[src/design/erx_pkg.sv]
`default_nettype none

package erx_pkg;

   // ######################################################################
   // link constants
   // ######################################################################

   // heartbeat counter width, 16-cycle wrap in sim (8 for hardware)
   localparam int heartbeat_width  = 4;
   localparam int packet_bytes     = 5;                          // link bytes per packet
   localparam int byte_count_width = $clog2(packet_bytes + 1);   // holds 0..packet_bytes

   // ######################################################################
   // reset sequencer states
   // ######################################################################

   typedef enum logic [1:0] {
      reset_all = 2'b00,   // pll, idelay and link all held
      start_pll = 2'b01,   // waiting on lock and idelay ready
      active    = 2'b10    // link released
   } erx_state_t;

   // ######################################################################
   // packet word, ctrl byte goes out first on the link
   // ######################################################################

   typedef struct packed {
      logic       write;       // 1 = write request
      logic [6:0] ctrl_mode;   // passed through untouched
   } erx_ctrl_t;

   typedef struct packed {
      erx_ctrl_t   ctrl;
      logic [15:0] addr;
      logic [15:0] data;
   } erx_write_t;

   typedef struct packed {
      erx_ctrl_t   ctrl;
      logic [15:0] addr;
      logic [15:0] src_addr;   // return address for the read data
   } erx_read_t;

   // same 40 bits, view picked by ctrl.write
   typedef union packed {
      erx_write_t wr;
      erx_read_t  rd;
   } erx_packet_u;

endpackage

`default_nettype wire

[src/design/erx_reset_sequencer.sv]
`timescale 1ns/1ps
`default_nettype none

module erx_reset_sequencer (
   input  logic sys_clk,
   input  logic sys_reset,      // power-on reset
   input  logic soft_reset,     // software link disable
   input  logic pll_locked,     // from link pll, async to sys_clk
   input  logic idelay_ready,   // from input-delay controller
   output logic pll_reset,
   output logic idelay_reset,
   output logic erx_reset       // link reset for the datapath
);

   import erx_pkg::*;

   // ######################################################################
   // heartbeat
   // ######################################################################

   logic [heartbeat_width-1:0] hb_count;   // free running
   logic                       heartbeat;  // one cycle per wrap

   always_ff @(posedge sys_clk or posedge sys_reset)
   begin
      if (sys_reset)
      begin
         hb_count  <= '0;
         heartbeat <= 1'b0;
      end
      else
      begin
         hb_count  <= hb_count + 1'b1;
         heartbeat <= (hb_count == '0);   // fires right after the wrap
      end
   end

   // two-flop lock synchronizer
   logic lock_meta;
   logic lock_sync;

   always_ff @(posedge sys_clk or posedge sys_reset)
   begin
      if (sys_reset)
      begin
         lock_meta <= 1'b0;
         lock_sync <= 1'b0;
      end
      else
      begin
         lock_meta <= pll_locked;
         lock_sync <= lock_meta;
      end
   end

   // ######################################################################
   // reset state machine, steps only on heartbeat
   // ######################################################################

   erx_state_t state;

   always_ff @(posedge sys_clk or posedge sys_reset)
   begin
      if (sys_reset)
         state <= reset_all;
      else if (heartbeat)
      begin
         case (state)
            reset_all : if (!soft_reset) state <= start_pll;
            start_pll : if (lock_sync && idelay_ready) state <= active;
            active    : if (soft_reset) state <= reset_all;   // lock loss ignored here
            default   : state <= reset_all;                   // recover from bad encoding
         endcase
      end
   end

   // decoded straight from the state flops
   assign pll_reset    = (state == reset_all);
   assign idelay_reset = (state == reset_all);
   assign erx_reset    = (state != active);

   // only legal encodings ever reach the state register
   a_state_legal : assert property (@(posedge sys_clk) disable iff (sys_reset)
      state inside {reset_all, start_pll, active});

   // link release only via a heartbeat with lock and idelay ready both seen
   a_release_cause : assert property (@(posedge sys_clk) disable iff (sys_reset)
      $fell(erx_reset) |-> $past(heartbeat && lock_sync && idelay_ready));

endmodule

`default_nettype wire

[src/design/erx_frame_deserializer.sv]
`timescale 1ns/1ps
`default_nettype none

module erx_frame_deserializer (
   input  logic                sys_clk,
   input  logic                link_reset,    // sys_reset or erx_reset
   input  logic                rx_frame,      // byte valid level
   input  logic [7:0]          rx_data,
   output erx_pkg::erx_packet_u packet,       // held until next pulse
   output logic                packet_valid,  // one cycle
   output logic                short_frame    // one cycle per dropped partial frame
);

   import erx_pkg::*;

   // ######################################################################
   // byte collection
   // ######################################################################

   erx_packet_u                 shift_reg;    // msb byte first
   logic [byte_count_width-1:0] byte_count;   // bytes held in shift_reg
   logic [byte_count_width-1:0] count_base;   // count after full/drop cleanup
   logic                        frame_q;      // rx_frame from last edge
   logic                        packet_full;

   assign packet_full = (byte_count == packet_bytes);

   // full word rolls over and a dead frame drops its partial bytes
   always_comb
   begin
      if (packet_full || !frame_q)
         count_base = '0;
      else
         count_base = byte_count;
   end

   // payload path
   always_ff @(posedge sys_clk)
   begin
      if (rx_frame)
         shift_reg <= {shift_reg[31:0], rx_data};   // shift in new byte at lsb
      if (packet_full)
         packet <= shift_reg;                       // word stays put until next one
   end

   // ######################################################################
   // control
   // ######################################################################

   always_ff @(posedge sys_clk or posedge link_reset)
   begin
      if (link_reset)
      begin
         byte_count   <= '0;
         frame_q      <= 1'b0;
         packet_valid <= 1'b0;
         short_frame  <= 1'b0;
      end
      else
      begin
         frame_q      <= rx_frame;
         packet_valid <= packet_full;
         // frame ended last cycle with 1..4 bytes
         short_frame  <= !frame_q && (byte_count != '0) && !packet_full;
         if (rx_frame)
            byte_count <= count_base + 1'b1;
         else
            byte_count <= count_base;
      end
   end

   // full and partial cases never coincide
   a_valid_short_excl : assert property (@(posedge sys_clk) disable iff (link_reset)
      !(packet_valid && short_frame));

endmodule

`default_nettype wire

[src/design/erx_packet_decoder.sv]
`timescale 1ns/1ps
`default_nettype none

module erx_packet_decoder (
   input  logic                 sys_clk,
   input  logic                 link_reset,
   input  erx_pkg::erx_packet_u packet,
   input  logic                 packet_valid,
   output logic                 wr_valid,      // one cycle per write packet
   output logic                 rd_valid,      // one cycle per read packet
   output logic [15:0]          wr_addr,
   output logic [15:0]          wr_data,
   output logic [15:0]          rd_addr,
   output logic [15:0]          rd_src_addr,
   output logic [6:0]           ctrl_mode
);

   logic is_write;   // view select, ctrl byte same in both views

   assign is_write = packet.wr.ctrl.write;

   // ######################################################################
   // request fields, held between pulses
   // ######################################################################

   always_ff @(posedge sys_clk)
   begin
      if (packet_valid)
      begin
         ctrl_mode <= packet.wr.ctrl.ctrl_mode;   // either kind
         if (is_write)
         begin
            wr_addr <= packet.wr.addr;
            wr_data <= packet.wr.data;
         end
         else
         begin
            rd_addr     <= packet.rd.addr;
            rd_src_addr <= packet.rd.src_addr;   // where read data goes back
         end
      end
   end

   // strobes
   always_ff @(posedge sys_clk or posedge link_reset)
   begin
      if (link_reset)
      begin
         wr_valid <= 1'b0;
         rd_valid <= 1'b0;
      end
      else
      begin
         wr_valid <= packet_valid && is_write;
         rd_valid <= packet_valid && !is_write;
      end
   end

   // one request kind per packet
   a_wr_rd_excl : assert property (@(posedge sys_clk) disable iff (link_reset)
      !(wr_valid && rd_valid));

endmodule

`default_nettype wire

[src/design/erx_frontend.sv]
`timescale 1ns/1ps
`default_nettype none

module erx_frontend (
   input  logic        sys_clk,
   input  logic        sys_reset,
   input  logic        soft_reset,
   input  logic        pll_locked,
   input  logic        idelay_ready,
   input  logic        rx_frame,
   input  logic [7:0]  rx_data,
   output logic        pll_reset,
   output logic        idelay_reset,
   output logic        erx_reset,
   output logic        wr_valid,
   output logic [15:0] wr_addr,
   output logic [15:0] wr_data,
   output logic        rd_valid,
   output logic [15:0] rd_addr,
   output logic [15:0] rd_src_addr,
   output logic [6:0]  ctrl_mode,
   output logic        short_frame
);

   import erx_pkg::*;

   // ######################################################################
   // internal wires
   // ######################################################################

   logic        link_reset;     // datapath async reset
   erx_packet_u packet;         // deserializer -> decoder
   logic        packet_valid;

   assign link_reset = sys_reset | erx_reset;

   // control: reset sequencing
   erx_reset_sequencer erx_reset_sequencer_inst (
      .sys_clk      (sys_clk),
      .sys_reset    (sys_reset),
      .soft_reset   (soft_reset),
      .pll_locked   (pll_locked),
      .idelay_ready (idelay_ready),
      .pll_reset    (pll_reset),
      .idelay_reset (idelay_reset),
      .erx_reset    (erx_reset)
   );

   // datapath stage 1, bytes to packet words
   erx_frame_deserializer erx_frame_deserializer_inst (
      .sys_clk      (sys_clk),
      .link_reset   (link_reset),
      .rx_frame     (rx_frame),
      .rx_data      (rx_data),
      .packet       (packet),
      .packet_valid (packet_valid),
      .short_frame  (short_frame)
   );

   // datapath stage 2, words to requests
   erx_packet_decoder erx_packet_decoder_inst (
      .sys_clk      (sys_clk),
      .link_reset   (link_reset),
      .packet       (packet),
      .packet_valid (packet_valid),
      .wr_valid     (wr_valid),
      .rd_valid     (rd_valid),
      .wr_addr      (wr_addr),
      .wr_data      (wr_data),
      .rd_addr      (rd_addr),
      .rd_src_addr  (rd_src_addr),
      .ctrl_mode    (ctrl_mode)
   );

endmodule

`default_nettype wire

[config.mk]
export PLATFORM = sky130hd
export DESIGN_NAME = erx_frontend
export DESIGN_NICKNAME = d
export VERILOG_FILES = /design/src/design/erx_pkg.sv /design/src/design/erx_reset_sequencer.sv /design/src/design/erx_frame_deserializer.sv /design/src/design/erx_packet_decoder.sv /design/src/design/erx_frontend.sv
export SDC_FILE = /design/constraint.sdc
export NUM_CORES = 1
export LEC_CHECK = 0
export CAP_MARGIN = 10
export CORE_MARGIN = 1.5
export CORE_UTILIZATION = 61
export DETAILED_ROUTE_END_ITERATION = 16
export DONT_BUFFER_PORTS = 1
export GPL_ROUTABILITY_DRIVEN = 0
export PLACE_DENSITY = 0.75
export SLEW_MARGIN = 20
export SYNTH_ARGS = -nofsm -noshare
export SYNTH_HDL_FRONTEND = slang
export SYNTH_SLANG_ARGS = --single-unit
[constraint.sdc]
create_clock -name sys_clk -period 1.2 [get_ports sys_clk]
set_input_delay 0.12 -clock sys_clk [delete_from_list [all_inputs] [get_ports sys_clk]]
set_output_delay 0.12 -clock sys_clk [all_outputs]
set_load 0.03 [all_outputs]
Word-level counts from Yosys, hierarchy flattened
Index checks and enable logic that the tools add are counted.
{"block": "op_classes", "addsub": 2, "n_eq_ne": 7, "muxes": 6, "n_bitwise": 2, "n_reduce_logical": 15}
{"operator": "$mux W2", "n": 3}
{"operator": "$mux W3", "n": 2}
{"operator": "$ne A2 B2 Y1 const B", "n": 3}
{"operator": "$pmux W2 S3", "n": 1}
{"operator": "$logic_and A1 B1 Y1", "n": 5}
{"operator": "$add A4 B1 Y4 const B", "n": 1}
{"operator": "$logic_not A4 Y1", "n": 1}
{"operator": "$reduce_and A2 Y1", "n": 2}
{"operator": "$reduce_and A4 Y1", "n": 1}
{"operator": "$add A3 B1 Y3 const B", "n": 1}
{"operator": "$eq A3 B3 Y1 const B", "n": 1}
{"operator": "$logic_not A1 Y1", "n": 3}
{"operator": "$reduce_bool A3 Y1", "n": 1}
{"operator": "$eq A2 B1 Y1 const B", "n": 1}
{"operator": "$eq A2 B2 Y1 const B", "n": 1}
{"operator": "$logic_not A2 Y1", "n": 1}
{"operator": "$ne A2 B1 Y1 const B", "n": 1}
{"operator": "$logic_or A1 B1 Y1", "n": 1}
{"operator": "$not A1 Y1", "n": 1}
{"operator": "$or A1 B1 Y1", "n": 1}
{"block": "word_totals", "register_bits": 168, "in_bits": 14, "out_inout_bits": 77, "wordCells": 50}

Depth between registers and ports, before layout
{"block": "depth", "ltp_word": 5, "mapped_depth": 5, "ltp_nobuf": 5}

Hierarchy
From an unflattened synthesis, not the netlist that was laid out.
{"block": "hier_totals", "hier_cells": 207, "hier_area_um2": 5236.3}
{"mod": "erx_frame_deserializer", "instances": 1, "cells_per_inst": 101, "area_each_um2": 2665.1, "seq_area_each_um2": 2552.4}
{"mod": "erx_packet_decoder", "instances": 1, "cells_per_inst": 76, "area_each_um2": 2202.1, "seq_area_each_um2": 2182.1}
{"mod": "erx_reset_sequencer", "instances": 1, "cells_per_inst": 29, "area_each_um2": 362.8, "seq_area_each_um2": 225.2}
{"mod": "erx_frontend", "instances": 1, "cells_per_inst": 1, "area_each_um2": 6.3, "seq_area_each_um2": 0.0}

Worst setup path after synthesis
Ideal clock, no wire load.
{"block": "synth_timing", "path_type": "register -> register", "start": "reg erx_frame_deserializer_inst.packet_valid", "end": "reg erx_packet_decoder_inst.rd_addr[0] (enable)", "setup_time_ns": 0.426, "arrival_time_ns": 1.999, "t_required_ns": 0.774, "path_slack_ns": -1.225, "path_stages_with_launch": 2, "path_buffers": 0, "synth_period_minus_slack_ns": 2.425, "cell_sequence": "dfrtp_1 > nor2b_1"}
{"block": "synth_between", "elab_chain_cells": 1}
{"element": "start, declared", "line_no": "erx_frame_deserializer.sv:10", "source": "output logic packet_valid,"}
{"element": "start signal, assigned", "line_no": "erx_frame_deserializer.sv:62", "source": "packet_valid <= packet_full;"}
{"element": "$reduce_and A2 Y1 (no line)"}
{"element": "end signal, assigned", "line_no": "erx_packet_decoder.sv:38", "source": "rd_addr <= packet.rd.addr;"}
{"element": "end, declared", "line_no": "erx_packet_decoder.sv:13", "source": "output logic [15:0] rd_addr,"}
No other way between the ends.
A chain may end at the register's enable or synchronous reset.

Final worst setup path
{"block": "layout_timing", "start": "reg erx_frame_deserializer_inst.byte_count[1]", "end": "reg erx_frame_deserializer_inst.packet[3] in the netlist's numbering (enable)"}
{"block": "layout_between", "elab_chain_cells": 1}
{"element": "start, declared", "line_no": "erx_frame_deserializer.sv:21", "source": "logic [byte_count_width-1:0] byte_count;"}
{"element": "start signal, assigned", "line_no": "erx_frame_deserializer.sv:66", "source": "byte_count <= count_base + 1'b1;"}
{"element": "start signal, assigned", "line_no": "erx_frame_deserializer.sv:68", "source": "byte_count <= count_base;"}
{"element": "$eq A3 B3 Y1", "line_no": "erx_frame_deserializer.sv:26", "source": "assign packet_full = (byte_count == packet_bytes);"}
{"element": "via erx_frame_deserializer_inst.packet_full", "line_no": "erx_frame_deserializer.sv:24", "source": "logic packet_full;"}
{"element": "end signal, assigned", "line_no": "erx_frame_deserializer.sv:43", "source": "packet <= shift_reg;"}
{"element": "end, declared", "line_no": "erx_frame_deserializer.sv:9", "source": "output erx_pkg::erx_packet_u packet,"}
The timed path passes the listed nets, and every way through them passes these cells.

==> flow_summary.ini <==
[status]
status = finished with violations
violations = negative setup slack

[power_and_ir_drop]
p_per_area_nw_per_um2 = 1860
p_total_mw = 12.1
switching_share_pct = 22.5
intPower_mw = 9.35
seqPwrFrac_pct = 55.0
comb_power_share_pct = 2.7
clockPowerShare_pct = 42.3
vdd_ir_drop_max_v = 0.00137
switchingPower_mw = 2.71
p_leak_nw = 2.28

[yosys]
synth_area_leaders = edfxtp_1 87%, dfrtp_1 8.2%, ha_1 0.72%
synth_edf_count = 151
yosys_warnings = 0
syn_inst = 205
synth.avg_cell_area_um2 = 25.4
synth_cell_types = 21
synth_nets = 222
synth_area_um2 = 5210
synth.largest_area_cell = edfxtp_1
netlist_top_cells_count = 151 x edfxtp_1, 17 x dfrtp_1, 4 x inv_1
synthMostInstantiatedCell = edfxtp_1
synth_ff_type = edfxtp_1
ys_ff_latch = 168
synth_top_area_share_pct = 87.1
synth-seq-area-share_pct = 95.3
async_flop_share_pct = 10.1

[sta]
whs_ns = 0.0272
fin_setup_tns_ns = -7.05
fin_skew_ns = 0.0199
slew_violations = 0
hold_viol = 0
min_period_ns = 1.42
tightest_slew_ns = 0.348
slew-limit-headroom_pct = 76.8
fin_crit_sh_pct = 118
max_freq_ghz = 0.706
setup_ws_ns = -0.217
setup_violations = 46
rsz0062_at_grt = yes

[die]
dieArea_um2 = 9100
die_h_um = 95.4
start_util_pct = 63.0
die_w_um = 95.4
core_um2 = 8260
io-pin-count = 91
fp-row-count = 33

[global_routing]
grt_usage_pct = 19.5
grt_pass1_wl_um = 12000
grt_max_degree = 45
grt_pass1_vias = 2094
antenna_found_initial = 0
overflow = 0

[detailed_routing]
drt_wl_total_um = 8510
drt-wirelength-per-cell_um = 22.0
dr_total_vias = 2084
drc = 0
routed_via_density = 5.40
dr.pass1.iters = 4
ant_nets = 0
drt_iter0_drc = 147

[setup_path]
startpoint_type = flip-flop
r2r_setup_slack_ns = -0.22
critPathArrivalTime_ns = 1.65
crit_type = reg -> reg
rr_worst_depth = 5
timing.rr.start = erx_frame_deserializer_inst.byte_count[1]
endpoint_kind = flip-flop
path_max_fanout = 7
worstReg2RegEnd = erx_frame_deserializer_inst.packet[3]
cp.required_ns = 1.43

[cells_and_area]
fin_nets = 285
area_growth_pct = 24.4
antennaDiodeCount = 0
drive_gt1_share_pct = 27.0
finalInstanceArea_um2 = 6470
fin_util_pct = 78.4
finalNonFillerCells = 386

[place]
io_buffers = 0
dp.cells = 322
dp_slack_ns = -0.0736
post_dp_cell_area_um2 = 5510
hpwl_um = 4570

[job]
cap_violations = 0

[clock_tree]
cts_max_path_buffers = 2
clk-insertion-delay-late_ns = 0.53
root_buffer = clkbuf_8
cts_sinks = 168
cts_buffers = 17
h-tree-depth = 4
cts.clk_slew.worst_paths_ns = 0.08
tritoncts = done

[worst_hold_path]
hold_path_class = in -> async
## timing repair
action | CTS | global route
endpoints found under the hold margin | 72 | 0
pin swaps | 1 | 0
cloned | 2 | 1
setup buffers | 12 | 5
hold buffers | 14 | 0
gates resized for setup | 9 | 4
setup endpoints to repair | 44 | 127
## layout by cell type (no fill, tap or decap), types with 2 or more instances in the layout
cell type,count
inv_8,6
inv_6,5
dfrtp_1,15
buf_6,3
buf_12,8
nand2_1,3
edfxtp_1,151
and2_4,2
buf_4,18
ha_1,3
clkbuf_16,17
o21ai_0,3
xnor2_1,2
dfrtp_2,2
nand3_1,3
inv_1,3
dlygate4sd3_1,13
xor2_1,3
buf_16,2
## worst max-delay path by stage
stage	startpoint	to	cells after the start	slack (ns)
final	erx_frame_deserializer_inst.byte_count[1]	erx_frame_deserializer_inst.packet[3]	5	-0.22
after global routing	erx_frame_deserializer_inst.byte_count[1]	erx_frame_deserializer_inst.packet[12]	5	-0.24
after CTS	erx_reset_sequencer_inst.state[1]	idelay_reset	2	-0.18
after detailed placement	erx_frame_deserializer_inst.frame_q	erx_frame_deserializer_inst.byte_count[1]	3	-0.07
after global placement	erx_frame_deserializer_inst.frame_q	erx_frame_deserializer_inst.byte_count[1]	3	0.002
after floorplan	erx_frame_deserializer_inst.packet_valid	erx_packet_decoder_inst.rd_addr[0]	1	-0.20
## logic make-up (layout without fill, tap and decap cells)
logic type | count (synthesis) | count (layout) | share of synthesized area (%)
AO/OA/AOI/OAI | 6 | 6 | 0.697
XOR/XNOR | 5 | 5 | 0.841
adder cells (fa/ha/maj) | 3 | 3 | 0.721
buffers and inverters | 5 | 81 | 0.433
flip-flops | 168 | 168 | 95.3
multiplexers | 1 | 1 | 0.216
AND/OR/NAND/NOR | 17 | 17 | 1.83
## power by group through the flow
stage	Clock [mW]	Sequential, mW	Combinational, mW
detailed placement	0	6.75	0.155
CTS	5.15	6.62	0.288
global route	5.44	6.64	0.346
finish	5.10	6.63	0.328
floorplan	0	6.72	0.101
global placement	0	6.73	0.143
## routing by layer
layer	part of all wire [%]	GRT usage [%]	up-vias	wire (µm)
met5	0	0	-	0
met4	2.0	8.70	0	167
met3	6.3	8.13	14	540
met2	54	31.3	95	4580
met1	38	23.3	1046	3220
li1	-	-	929	-
## critical path, stage by stage, from the launching register on
cell	delay, ns
dfrtp_1	0.44
inv_2	0.11
and3_4	0.22
buf_12	0.12
buf_12	0.11
buf_12	0.11
## layout make-up
class,count,area [µm²]
clock buffers,17,414
clock inverters,15,149
fillers,388,1780
inverters,4,15.0
multi-input cells,32,264
flip-flops and latches,168,4960
well taps,105,131
repair buffers,45,539
Note: power is estimated with default switching activity, not from simulation.
